[config.mk]
export PLATFORM = sky130hd
export DESIGN_NAME = cpu_top
export DESIGN_NICKNAME = d
export VERILOG_FILES = /design/src/verilog/cpu_pkg.sv /design/src/verilog/cpu_top.sv /design/src/verilog/cpu_datapath.sv /design/src/verilog/cpu_control.sv /design/src/verilog/cpu_regfile.sv /design/src/verilog/cpu_alu.sv
export SDC_FILE = /design/constraint.sdc
export NUM_CORES = 2
export LEC_CHECK = 0
export BUFFER_PORTS_ARGS = -buffer_cell sky130_fd_sc_hd__buf_2
export CAP_MARGIN = 20
export CORE_MARGIN = 10
export CORE_UTILIZATION = 49
export DETAILED_ROUTE_END_ITERATION = 8
export GPL_TIMING_DRIVEN = 0
export PLACE_DENSITY = 0.74
export SETUP_SLACK_MARGIN = 0.02
export SYNTH_ARGS = -nofsm -noshare
export SYNTH_HDL_FRONTEND = slang
export SYNTH_SLANG_ARGS = --single-unit
[constraint.sdc]
create_clock -name clk_i -period 19.8 [get_ports clk_i]
set_input_delay 3.96 -clock clk_i [delete_from_list [all_inputs] [get_ports clk_i]]
set_output_delay 3.96 -clock clk_i [all_outputs]
set_load 0.05 [all_outputs]
[src/verilog/cpu_pkg.sv]
`default_nettype none

package cpu_pkg;

  localparam int DATA_W = 32;
  localparam int NREGS  = 16;

  localparam logic [DATA_W-1:0] RESET_PC = '0;

  // exception codes, latched on the way into halt
  localparam logic [3:0] EXC_NONE    = 4'd0;
  localparam logic [3:0] EXC_ILLEGAL = 4'd1;
  localparam logic [3:0] EXC_ALIGN   = 4'd2;

  typedef enum logic [3:0] {
    OP_ADD  = 4'h0,
    OP_SUB  = 4'h1,
    OP_AND  = 4'h2,
    OP_OR   = 4'h3,
    OP_XOR  = 4'h4,
    OP_LDI  = 4'h5,
    OP_LDW  = 4'h6,
    OP_LDB  = 4'h7,
    OP_STW  = 4'h8,
    OP_STB  = 4'h9,
    OP_BEQ  = 4'ha,
    OP_JMP  = 4'hb,
    OP_HALT = 4'hc
  } opcode_e; // d..f illegal

  typedef struct packed {
    opcode_e     op;
    logic [3:0]  ra;  // dest, or store source
    logic [3:0]  rb;
    logic [3:0]  rc;
    logic [15:0] imm;
  } instr_t;

  typedef enum logic [2:0] {
    ALU_ADD,
    ALU_SUB,
    ALU_AND,
    ALU_OR,
    ALU_XOR,
    ALU_PASSB
  } alu_func_e;

  typedef enum logic [1:0] {PC_PC, PC_NEXT, PC_REL, PC_ALU} pc_sel_e;
  typedef enum logic [1:0] {MAR_MAR, MAR_ALU} mar_sel_e;
  typedef enum logic [1:0] {MDR_MDR, MDR_BUS, MDR_A} mdr_sel_e;
  typedef enum logic [1:0] {REG_ALU, REG_MDR, REG_UVAL} reg_sel_e;
  typedef enum logic [1:0] {ALU2_B, ALU2_SVAL} alu2_sel_e;

  typedef struct packed {
    logic carry;
    logic less;   // signed compare result
    logic zero;
  } ccr_t;

  // one word of control per cycle, sequencer to datapath
  typedef struct packed {
    pc_sel_e    pc_sel;
    mar_sel_e   mar_sel;
    mdr_sel_e   mdr_sel;
    reg_sel_e   reg_sel;
    alu2_sel_e  alu2_sel;
    alu_func_e  alu_func;
    logic       ir_write;
    logic       a_write;
    logic       b_write;
    logic       ccr_write;
    logic       reg_write;
    logic       addr_sel;   // 0 pc, 1 mar
    logic [3:0] rd1;
    logic [3:0] rd2;
    logic [3:0] wr;
  } ctrl_t;

endpackage

`default_nettype wire
[src/verilog/cpu_top.sv]
`timescale 1ns/1ps
`default_nettype none

module cpu_top import cpu_pkg::*; (
  input  logic              clk_i,
  input  logic              rst_i,
  input  logic              ack_i,
  input  logic [DATA_W-1:0] dat_i,
  output logic [DATA_W-1:0] adr_o,
  output logic [DATA_W-1:0] dat_o,
  output logic              cyc_o,
  output logic              we_o,
  output logic [3:0]        sel_o,
  output logic              halt_o,
  output logic [3:0]        exception_o
);

  ctrl_t  ctrl;
  instr_t ir;
  ccr_t   ccr;

  cpu_control i_cpu_control (
    .clk_i       (clk_i),
    .rst_i       (rst_i),
    .ir_i        (ir),
    .ccr_i       (ccr),
    .adr_lo_i    (adr_o[1:0]),
    .ack_i       (ack_i),
    .ctrl_o      (ctrl),
    .cyc_o       (cyc_o),
    .we_o        (we_o),
    .sel_o       (sel_o),
    .halt_o      (halt_o),
    .exception_o (exception_o)
  );

  cpu_datapath i_cpu_datapath (
    .clk_i  (clk_i),
    .rst_i  (rst_i),
    .ctrl_i (ctrl),
    .sel_i  (sel_o),
    .we_i   (we_o),
    .dat_i  (dat_i),
    .ir_o   (ir),
    .ccr_o  (ccr),
    .adr_o  (adr_o),
    .dat_o  (dat_o)
  );

endmodule

`default_nettype wire

[src/verilog/cpu_datapath.sv]
`timescale 1ns/1ps
`default_nettype none

module cpu_datapath import cpu_pkg::*; (
  input  logic              clk_i,
  input  logic              rst_i,
  input  ctrl_t             ctrl_i,
  input  logic [3:0]        sel_i,
  input  logic              we_i,
  input  logic [DATA_W-1:0] dat_i,
  output instr_t            ir_o,
  output ccr_t              ccr_o,
  output logic [DATA_W-1:0] adr_o,
  output logic [DATA_W-1:0] dat_o
);

  logic [DATA_W-1:0] pc;
  logic [DATA_W-1:0] mar;
  logic [DATA_W-1:0] mdr;
  logic [DATA_W-1:0] a;
  logic [DATA_W-1:0] b;
  logic [DATA_W-1:0] pc_next;
  logic [DATA_W-1:0] mar_next;
  logic [DATA_W-1:0] mdr_next;
  logic [DATA_W-1:0] sval;
  logic [DATA_W-1:0] uval;
  logic [DATA_W-1:0] alu_in2;
  logic [DATA_W-1:0] alu_out;
  logic [DATA_W-1:0] reg_in;
  logic [DATA_W-1:0] rf_out1;
  logic [DATA_W-1:0] rf_out2;
  logic [DATA_W-1:0] bus_rd;
  logic [DATA_W-1:0] bus_wr;
  logic [DATA_W-1:0] lane_mask;
  instr_t            ir;
  ccr_t              ccr;
  ccr_t              alu_flags;

  assign sval = {{(DATA_W-16){ir.imm[15]}}, ir.imm};
  assign uval = {{(DATA_W-16){1'b0}}, ir.imm};

  always_ff @(posedge clk_i or posedge rst_i) begin
    if (rst_i) begin
      pc  <= RESET_PC;
      ir  <= '0;
      ccr <= '0;
    end else begin
      pc <= pc_next;
      if (ctrl_i.ir_write) begin
        ir <= instr_t'(dat_i);
      end
      if (ctrl_i.ccr_write) begin
        ccr <= alu_flags;
      end
    end
  end

  always_ff @(posedge clk_i) begin
    mar <= mar_next;
    mdr <= mdr_next;
    if (ctrl_i.a_write) begin
      a <= rf_out1;
    end
    if (ctrl_i.b_write) begin
      b <= rf_out2;
    end
  end

  always_comb begin
    case (ctrl_i.pc_sel)
      PC_NEXT: pc_next = pc + DATA_W'(4);
      PC_REL:  pc_next = pc + {sval[DATA_W-3:0], 2'b00}; // pc already +4
      PC_ALU:  pc_next = alu_out;
      default: pc_next = pc;
    endcase
    mar_next = (ctrl_i.mar_sel == MAR_ALU) ? alu_out : mar;
    case (ctrl_i.mdr_sel)
      MDR_BUS: mdr_next = bus_rd;
      MDR_A:   mdr_next = a;
      default: mdr_next = mdr;
    endcase
    case (ctrl_i.reg_sel)
      REG_MDR:  reg_in = mdr;
      REG_UVAL: reg_in = uval;
      default:  reg_in = alu_out;
    endcase
    alu_in2 = (ctrl_i.alu2_sel == ALU2_SVAL) ? sval : b;
  end

  // byte loads come back right aligned
  always_comb begin
    case (sel_i)
      4'b0001: bus_rd = {24'h0, dat_i[7:0]};
      4'b0010: bus_rd = {24'h0, dat_i[15:8]};
      4'b0100: bus_rd = {24'h0, dat_i[23:16]};
      4'b1000: bus_rd = {24'h0, dat_i[31:24]};
      default: bus_rd = dat_i;
    endcase
  end

  assign lane_mask = {{8{sel_i[3]}}, {8{sel_i[2]}}, {8{sel_i[1]}}, {8{sel_i[0]}}};
  assign bus_wr    = (sel_i == 4'b1111) ? mdr : ({4{mdr[7:0]}} & lane_mask);
  assign dat_o     = we_i ? bus_wr : '0;
  assign adr_o     = ctrl_i.addr_sel ? mar : pc;
  assign ir_o      = ir;
  assign ccr_o     = ccr;

  cpu_alu i_cpu_alu (
    .in1_i   (a),
    .in2_i   (alu_in2),
    .func_i  (ctrl_i.alu_func),
    .out_o   (alu_out),
    .flags_o (alu_flags)
  );

  cpu_regfile i_cpu_regfile (
    .clk_i   (clk_i),
    .rst_i   (rst_i),
    .rd1_i   (ctrl_i.rd1),
    .rd2_i   (ctrl_i.rd2),
    .wr_i    (ctrl_i.wr),
    .we_i    (ctrl_i.reg_write),
    .data_i  (reg_in),
    .data1_o (rf_out1),
    .data2_o (rf_out2)
  );

endmodule

`default_nettype wire

[src/verilog/cpu_control.sv]
`timescale 1ns/1ps
`default_nettype none

module cpu_control import cpu_pkg::*; (
  input  logic       clk_i,
  input  logic       rst_i,
  input  instr_t     ir_i,
  input  ccr_t       ccr_i,
  input  logic [1:0] adr_lo_i,
  input  logic       ack_i,
  output ctrl_t      ctrl_o,
  output logic       cyc_o,
  output logic       we_o,
  output logic [3:0] sel_o,
  output logic       halt_o,
  output logic [3:0] exception_o
);

  typedef enum logic [2:0] {
    FETCH,
    DECODE,
    EXEC,
    ADDR,
    MEM,
    WB,
    HALTED
  } state_e;

  state_e     state;
  state_e     state_next;
  logic [3:0] exc_next;
  logic       is_load;
  logic       is_store;
  logic       is_byte;
  logic       bus_done;

  assign is_load  = (ir_i.op == OP_LDW) || (ir_i.op == OP_LDB);
  assign is_store = (ir_i.op == OP_STW) || (ir_i.op == OP_STB);
  assign is_byte  = (ir_i.op == OP_LDB) || (ir_i.op == OP_STB);
  assign bus_done = cyc_o && ack_i;

  function automatic alu_func_e alu_op(input opcode_e op);
    case (op)
      OP_SUB:  return ALU_SUB;
      OP_AND:  return ALU_AND;
      OP_OR:   return ALU_OR;
      OP_XOR:  return ALU_XOR;
      OP_JMP:  return ALU_PASSB;
      default: return ALU_ADD;  // add and address calc
    endcase
  endfunction

  always_comb begin
    ctrl_o          = '0; // hold everything
    ctrl_o.alu_func = alu_op(ir_i.op);
    ctrl_o.rd1      = ir_i.rb;
    ctrl_o.rd2      = (ir_i.op == OP_JMP) ? ir_i.rb : ir_i.rc;
    ctrl_o.wr       = ir_i.ra;
    state_next      = state;
    exc_next        = exception_o;
    case (state)
      FETCH: begin
        if (bus_done) begin
          ctrl_o.ir_write = 1'b1;
          ctrl_o.pc_sel   = PC_NEXT;
          state_next      = DECODE;
        end
      end
      DECODE: begin
        ctrl_o.a_write = 1'b1;
        ctrl_o.b_write = 1'b1;
        case (ir_i.op)
          OP_ADD, OP_SUB, OP_AND, OP_OR, OP_XOR, OP_LDI,
          OP_LDW, OP_LDB, OP_STW, OP_STB, OP_BEQ, OP_JMP: state_next = EXEC;
          OP_HALT: begin
            state_next = HALTED;
            exc_next   = EXC_NONE;
          end
          default: begin
            state_next = HALTED;
            exc_next   = EXC_ILLEGAL;
          end
        endcase
      end
      EXEC: begin
        state_next = FETCH;
        case (ir_i.op)
          OP_ADD, OP_SUB, OP_AND, OP_OR, OP_XOR: begin
            ctrl_o.reg_write = 1'b1;
            ctrl_o.ccr_write = 1'b1;
          end
          OP_LDI: begin
            ctrl_o.reg_sel   = REG_UVAL;
            ctrl_o.reg_write = 1'b1;
          end
          OP_BEQ: begin
            if (ccr_i.zero) begin
              ctrl_o.pc_sel = PC_REL;
            end
          end
          OP_JMP: ctrl_o.pc_sel = PC_ALU;
          default: begin
            // loads and stores, mar gets rb + imm
            ctrl_o.alu2_sel = ALU2_SVAL;
            ctrl_o.mar_sel  = MAR_ALU;
            state_next      = ADDR;
            if (is_store) begin
              ctrl_o.rd1     = ir_i.ra;  // store data replaces base in a
              ctrl_o.a_write = 1'b1;
            end
          end
        endcase
      end
      ADDR: begin
        ctrl_o.addr_sel = 1'b1;
        if (is_store) begin
          ctrl_o.mdr_sel = MDR_A;
        end
        if (!is_byte && (adr_lo_i != 2'b00)) begin
          state_next = HALTED;
          exc_next   = EXC_ALIGN;
        end else begin
          state_next = MEM;
        end
      end
      MEM: begin
        ctrl_o.addr_sel = 1'b1;
        if (bus_done) begin
          if (is_load) begin
            ctrl_o.mdr_sel = MDR_BUS;
            state_next     = WB;
          end else begin
            state_next = FETCH;
          end
        end
      end
      WB: begin
        ctrl_o.reg_sel   = REG_MDR;
        ctrl_o.reg_write = 1'b1;
        state_next       = FETCH;
      end
      default: state_next = HALTED;
    endcase
  end

  always_ff @(posedge clk_i or posedge rst_i) begin
    if (rst_i) begin
      state       <= FETCH;
      cyc_o       <= 1'b0;
      exception_o <= EXC_NONE;
    end else begin
      state       <= state_next;
      // completing access always leaves one idle cycle
      cyc_o       <= ((state_next == FETCH) || (state_next == MEM)) && !bus_done;
      exception_o <= exc_next;
    end
  end

  assign we_o   = cyc_o && (state == MEM) && is_store;
  assign sel_o  = ((state == MEM) && is_byte) ? (4'b0001 << adr_lo_i) : 4'b1111;
  assign halt_o = (state == HALTED);  // terminal until reset

endmodule

`default_nettype wire

[src/verilog/cpu_regfile.sv]
`timescale 1ns/1ps
`default_nettype none

module cpu_regfile import cpu_pkg::*; (
  input  logic              clk_i,
  input  logic              rst_i,
  input  logic [3:0]        rd1_i,
  input  logic [3:0]        rd2_i,
  input  logic [3:0]        wr_i,
  input  logic              we_i,
  input  logic [DATA_W-1:0] data_i,
  output logic [DATA_W-1:0] data1_o,
  output logic [DATA_W-1:0] data2_o
);

  logic [DATA_W-1:0] regs [NREGS];

  always_ff @(posedge clk_i or posedge rst_i) begin
    if (rst_i) begin
      for (int i = 0; i < NREGS; i++) begin
        regs[i] <= '0;
      end
    end else if (we_i && (wr_i != 4'd0)) begin
      regs[wr_i] <= data_i;
    end
  end

  // r0 is hardwired zero
  assign data1_o = (rd1_i == 4'd0) ? '0 : regs[rd1_i];
  assign data2_o = (rd2_i == 4'd0) ? '0 : regs[rd2_i];

endmodule

`default_nettype wire

[src/verilog/cpu_alu.sv]
`timescale 1ns/1ps
`default_nettype none

module cpu_alu import cpu_pkg::*; (
  input  logic [DATA_W-1:0] in1_i,
  input  logic [DATA_W-1:0] in2_i,
  input  alu_func_e         func_i,
  output logic [DATA_W-1:0] out_o,
  output ccr_t              flags_o
);

  logic [DATA_W:0] sum;   // msb is carry or borrow
  logic            ovf;
  logic            s1;
  logic            s2;

  assign s1 = in1_i[DATA_W-1];
  assign s2 = in2_i[DATA_W-1];

  always_comb begin
    sum = '0;
    ovf = 1'b0;
    case (func_i)
      ALU_ADD: begin
        sum = {1'b0, in1_i} + {1'b0, in2_i};
        ovf = (s1 == s2) && (sum[DATA_W-1] != s1);
      end
      ALU_SUB: begin
        sum = {1'b0, in1_i} - {1'b0, in2_i};
        ovf = (s1 != s2) && (sum[DATA_W-1] != s1);
      end
      ALU_AND:   sum = {1'b0, in1_i & in2_i};
      ALU_OR:    sum = {1'b0, in1_i | in2_i};
      ALU_XOR:   sum = {1'b0, in1_i ^ in2_i};
      ALU_PASSB: sum = {1'b0, in2_i}; // jmp target
      default:   sum = '0;
    endcase
  end

  assign out_o = sum[DATA_W-1:0];

  assign flags_o.carry = sum[DATA_W];
  assign flags_o.less  = sum[DATA_W-1] ^ ovf;  // negative xor overflow
  assign flags_o.zero  = (out_o == '0);

endmodule

`default_nettype wire

---- After elaboration in Yosys (flattened, before gate mapping) ----
Index checks and enable logic that the tools add are counted.
storage, ports and cells
  latch bits .............................. 0
  bits in writable memories ............... 0
  output and inout bits ................... 75
  register bits ........................... 713
  word-level logic and storage cells ...... 174
  input port bits ......................... 35
  memories kept ........................... 0
  memory bits (read-only) ................. 0
cells by class
  add/sub/neg operators ................... 4
  div/mod/pow operators ................... 0
  shift operators ......................... 1
  multiplexer cells ....................... 57
  $lt $le $gt $ge ......................... 4
  reductions and logical operators ........ 32
  eq/ne operators ......................... 39
  $mul .................................... 0
  bitwise gates (word level) .............. 7
operators by type and width
  cell                                                      number
  bitwise mux 512 bit                                       1
  2-to-1 mux 32 bit                                         9
  binary-select mux 32 bit (select 4 bit)                   2
  one-hot mux 32 bit (6 select lines)                       1
  demux 32 bit (select 4 bit)                               1
  one-hot mux 32 bit (2 select lines)                       2
  one-hot mux 32 bit (4 select lines)                       1
  one-hot mux 32 bit (3 select lines)                       1
  adder 32 bit                                              2
  AND 32 bit                                                2
  adder 32 x 3 -> 32 bit, second input constant             1
  zero test 32 bit                                          1
  OR 32 bit                                                 1
  subtractor 32 bit                                         1
  bitwise XOR 32 bit                                        1
  == test 4 bit, second input constant                      7
  2-to-1 mux 4 bit                                          6
  == test 4 x 3 -> 1 bit, second input constant             5
  == test 3 bit, second input constant                      6
  one-hot mux 3 bit (6 select lines)                        1
  one-hot mux 2 bit (2 select lines)                        4
  one-hot mux 4 bit (2 select lines)                        2
  greater-or-equal comparator 5 bit, second input constant  3
  inverter 4 -> 5 bit                                       3
  other kinds (30)                                          80

---- Longest topological paths before layout ----
  word-level depth ........................ 11
  mapped depth ............................ 24
  depth with buffers taken out ............ 20

---- By module ----
Synthesis repeated with hierarchy kept, for this count alone.
unflattened totals
  cell total of the unflattened synthesis .. 3836
  area, all modules ....................... 42894.9 um^2
by module, submodules not included
  module        area each (um^2)  instances  sequential area each (um^2)  cells each
  cpu_regfile   25236.7           1          12011.5                      1826
  cpu_datapath  10865.4           1          5520.3                       1003
  cpu_alu       6009.5            1          0.0                          906
  cpu_control   783.3             1          150.1                        101

---- Worst setup path before layout ----
Ideal clock, no wire load.
  path type ............................... register to output
  from .................................... register i_cpu_control.state[0]
  to ...................................... output port dat_o[10]
  buffers on the path ..................... 0
  stages on the path, launching flop included .. 9
  data required time ...................... 15.840 ns
  arrival ................................. 4.418 ns
  slack ................................... 11.422 ns
  path through ............................ dfrtp_1 -> nand2b_1 -> nand2b_1 -> o21ai_1 -> mux2i_1 -> inv_1 -> o21ai_0 -> nand2_1 -> a21oi_1
between the ends
  cells in the longest elaborated chain, start to end .. 9
  elaborated cells on any way between the ends .. 14
  classes of those cells .................. eq/ne: 3; shift: 1; mux: 5; bitwise: 1; reduce/logical: 4
ends and longest elaborated chain
  item                                                     RTL line             source
  start, declared                                          cpu_control.sv:29    state_e state;
  start signal, assigned                                   cpu_control.sv:152   state <= state_next;
  == test 3 x 2 -> 1 bit or == test 3 bit (tied branches)  cpu_control.sv:61    case (state)
  OR reduction 2 bit (no source line) (*)                  --
  2-to-1 mux 1 bit (*)                                     cpu_control.sv:61
  2-to-1 mux 32 bit (*)                                    cpu_datapath.sv:104  assign adr_o = ctrl_i.addr_sel ? mar : pc;
  named net adr_o[1]                                       cpu_top.sv:9         output logic [DATA_W-1:0] adr_o,
  << shifter 1 x 2 -> 4 bit (*)                            cpu_control.sv:160   assign sel_o = ((state == MEM) && is_byte) ? (4'b0001 << adr_lo_i) : 4'b1111;
  2-to-1 mux 4 bit (*)                                     cpu_control.sv:160
  named net sel_o[1]                                       cpu_top.sv:13        output logic [3:0] sel_o,
  == test 4 bit or AND 32 bit (tied branches)              cpu_datapath.sv:102  assign bus_wr = (sel_i == 4'b1111) ? mdr : ({4{mdr[7:0]}} & lane_mask);
  2-to-1 mux 32 bit (*)                                    cpu_datapath.sv:102
  2-to-1 mux 32 bit (*)                                    cpu_datapath.sv:103  assign dat_o = we_i ? bus_wr : '0;
  end, declared                                            cpu_top.sv:10        output logic [DATA_W-1:0] dat_o,
Mark *: on every way through the listed nets, which the timed path passes. The rest lies on a longest branch.

---- Final worst setup path ----
  from .................................... register i_cpu_datapath.ir_o[31] (netlist name)
  to ...................................... output port dat_o[9]
between the ends
  cells in the longest elaborated chain, start to end .. 7
  elaborated cells on any way between the ends .. 12
  classes of those cells .................. eq/ne: 4; mux: 3; bitwise: 1; reduce/logical: 4
ends and longest elaborated chain
  item                                                     RTL line                              source
  == test 4 x 3 -> 1 bit or == test 4 bit (tied branches)  cpu_control.sv:39, cpu_control.sv:38
  logical OR 1 bit                                         cpu_control.sv:39                     assign is_byte = (ir_i.op == OP_LDB) || (ir_i.op == OP_STB);
  logical AND 1 bit                                        cpu_control.sv:160
  2-to-1 mux 4 bit                                         cpu_control.sv:160
  == test 4 bit or AND 32 bit (tied branches)              cpu_datapath.sv:102
  2-to-1 mux 32 bit                                        cpu_datapath.sv:102
  2-to-1 mux 32 bit (*)                                    cpu_datapath.sv:103
Mark *: on every way between the ends. The rest lies on a longest branch, timed or not.

==> metrics.md <==
| Metric | Value |
|---|---|
| Top post-synthesis cells by count | `1718 x nand2_1, 583 x dfrtp_1, 580 x o21ai_0` |
| Core Area | `87000 um2` |
| Die Y | `316 um` |
| Proportion of layout cells with a drive suffix above 1 | `7.36%` |
| Post-route setup slack | `11.15 ns` |
| Seq. cell area | `about 18000 um2` |
| Simple-gate portion of the synthesized area | `24.5%` |
| Post-Synth XOR/XNOR Area | `approximately 1.4%` |
| EDFF count, synth | `128` |
| CTS Buffer Depth | `3` |
| Mapped Cells | `5361` |
| Main area contributors after synthesis | `dfrtp_1 34%, nand2_1 15%, edfxtp_1 8.9%` |
| Largest area contributor in the netlist | `dfrtp_1` |
| Vias in the first global route | `41.3k` |
| Final Net Count | `around 5.7k` |
| Outcome | `finished, final reports clean` |
| Fin util | `55.5%` |
| Worst slew pin tran | `1.20 ns` |
| Avg Vias per Cell | `between 6 and 7` |
| Sink Count | `711` |
| Cell with the most instances after synthesis | `nand2_1` |
| Starting Density | `roughly half` |
| I/O Buffers | `107` |
| CTS tree | `done` |
| Final WL | `181000 um` |
| Post-cts resize count | `0` |
| Crit path arrival time | `4.69 ns` |
| Boundary pin count | `110` |
| Unique masters post-synth | `98` |
| Relative slew slack | `about 20%` |
| Maximum fanout along the worst path | `10` |
| Initial antenna violation count | `3` |
| Sequential area share after synthesis | `42.8%` |
| Full die area | `100000 um2` |
| Max capacitance violation total | `0` |
| DRT met1 WL | `68800 um` |
| Number of buffers created by CTS | `80` |
| Clock Pin Slew Worst Setup and Hold Paths | `0.06 ns` |
| Hold Crit Class | `flip-flop to flip-flop` |
| Drt first pass iters | `6` |
| Fillers | `between 8k and 9k` |
| Area growth syn-to-layout | `12.1%` |
| Period utilization | `43.7%` |
| Slew Limit Fails | `0` |
| Drc violations | `0` |
| GRT Util Overall | `35.4%` |
| Worst EP required | `15.84 ns` |
| Crit. End Element | `output pin` |
| Mapped Avg Cell Area | `8.03 um2` |
| Hold Vio Cnt, Final | `0` |
| Crit path time final | `8.65 ns` |
| Worst hold margin | `0.476 ns` |
| Max Freq | `0.116 GHz` |
| Synth Flop Type | `dfrtp_1` |
| Via count | `42.6k` |
| RD Place Congestion | `1.07` |
| Root Buffer Master | `clkbuf_16` |
| DP Worst Slack | `11.75 ns` |
| Multi-input gate area | `22200 um2` |
| Mapped cell area | `43000 um2` |
| DR WL met3 | `18200 um` |
| Uppermost layer routed | `met5` |
| Rows | `108` |
| Async set-reset flop share out of synthesis | `roughly four fifths` |
| Dpl hpwl | `between 100000 and 150000 um` |
| Hold_buf cts | `0` |
| Largest net degree at the start of global routing | `45` |
| Final clock skew | `0.0452 ns` |
| Antenna-violating nets left | `0` |
| Width of the die | `316 um` |
| Setup-violating endpoint count in the final report | `0` |
| Main combinational cell family by area after synthesis | `simple AND/OR/NAND/NOR gates` |
| CP startpoint kind | `flip-flop` |
| Top cell type's share of synthesized area | `between 30% and 40%` |
| H-tree lvl count | `3` |
| First-pass GRT wire length | `roughly 270000 um` |
| DRT iter0 DRCs | `about 5.8k` |
| Synth Warn # | `0` |
| Setup TNS | `0 ns` |
| Mux contribution to synthesized area | `under 10%` |
| Worst skew pair latency | `0.67 ns` |
| Post-synthesis compound-gate area fraction | `19.4%` |
| RSZ-0062 raised after global routing | `false` |
| Post-Synth Adder-Cell Area | `3.76%` |
| WS Path Type | `flip-flop to output pin` |
| Global route total overflow | `0` |
| Met2 WL | `~83000 um` |
| Wirelength per Cell | `26.7 um` |
| Setup Fix Bufs, Post-CTS | `0` |
| Post-synthesis register bit count | `between 700 and 800` |
-- cell usage in the layout (no fill, tap or decap), types with 18 or more instances in the layout --
cell / n
nand2_1: 1718
dfrtp_1: 583
o21ai_0: 580
clkbuf_1: 440
nand3_1: 285
a311oi_1: 194
a21oi_1: 154
and3_1: 139
edfxtp_1: 128
ha_1: 126
buf_2: 118
nor2_1: 111
inv_1: 104
a31oi_1: 84
clkbuf_16: 81
a211oi_1: 69
mux2_2: 64
xnor2_1: 54
a22oi_1: 35
mux2i_1: 33
nor3_1: 33
a21o_1: 32
clkbuf_8: 32
a221oi_1: 32
and2_1: 26
nand4_1: 22
nor4_1: 22
buf_12: 19
nand2b_1: 18
-- routing by layer --
metal,track usage [%],up-vias
met1,44.0,20346
met2,57.1,2494
met4,19.7,6
li1,-,19167
met3,7.61,575
met5,0,-
-- state kept, by name, summed over array words and instances, names as in the netlist --
name / cells
i_cpu_control.cyc_o: 1
i_cpu_control.exception_o: 2
i_cpu_control.state: 3
i_cpu_datapath.a: 32
i_cpu_datapath.b: 32
i_cpu_datapath.ccr_o: 1
i_cpu_datapath.i_cpu_regfile.regs: 512
i_cpu_datapath.ir_o: 32
i_cpu_datapath.mar: 32
i_cpu_datapath.mdr: 32
i_cpu_datapath.pc: 32
-- critical path: stages, from the launching register on --
cell	delay [ns]
dfrtp_1	0.34
clkbuf_8	0.16
clkbuf_8	0.18
clkbuf_1	0.64
nor2_1	0.21
o21ai_0	0.33
or2_2	0.27
clkbuf_1	0.53
clkbuf_1	0.50
nand2_1	0.11
a21oi_1	0.36
buf_2	0.37
-- worst paths after layout --
| path | depth (start not counted) | slack [ns] | startpoint | endpoint |
|---|---|---|---|---|
| setup reg to reg | 21 | 11.87 | i_cpu_datapath.ir_o[28] | i_cpu_datapath.i_cpu_regfile.regs[124] |
| max in group asynchronous | 8 | 14.43 | rst_i | i_cpu_datapath.ir_o[7] |
| setup / recovery | 11 | 11.15 | i_cpu_datapath.ir_o[31] | dat_o[9] |
| min in group asynchronous | 2 | 3.41 | rst_i | i_cpu_datapath.i_cpu_regfile.regs[56] |
| hold reg to reg | 2 | 0.48 | i_cpu_datapath.pc[0] | i_cpu_datapath.pc[0] |
| hold / removal | 2 | 0.48 | i_cpu_datapath.pc[0] | i_cpu_datapath.pc[0] |
-- metrics by stage --
step	cell area (um2)	instances
after floorplan	43000	5362
after global placement	45000	6624
after detailed placement	45500	6649
after CTS	48300	6794
after global routing	48300	6795
final	48300	6796
-- cell type report --
cell class / count / area share [%]
multi-input cells: 4069 / 46.0
clock inverters: 32 / 0.990
inverters: 107 / 0.840
flip-flops and latches: 711 / 38.2
repair buffers: 133 / 2.07
well taps: 1155 / 2.99
diodes: 1 / 0.00518
plain buffers: 475 / 4.25
clock buffers: 113 / 4.70
-- cells by family after synthesis --
kind of cell    count (synthesis)
simple gates                 2458
compound gates               1314
flops                         711
buf+inv                       582
fa+ha+maj                     128
mux                            97
xor+xnor                       70
other cells                     1
Power is left out: the tool's default activity adds up to more than one toggle a clock period on the data nets, which glitch-free logic cannot reach.
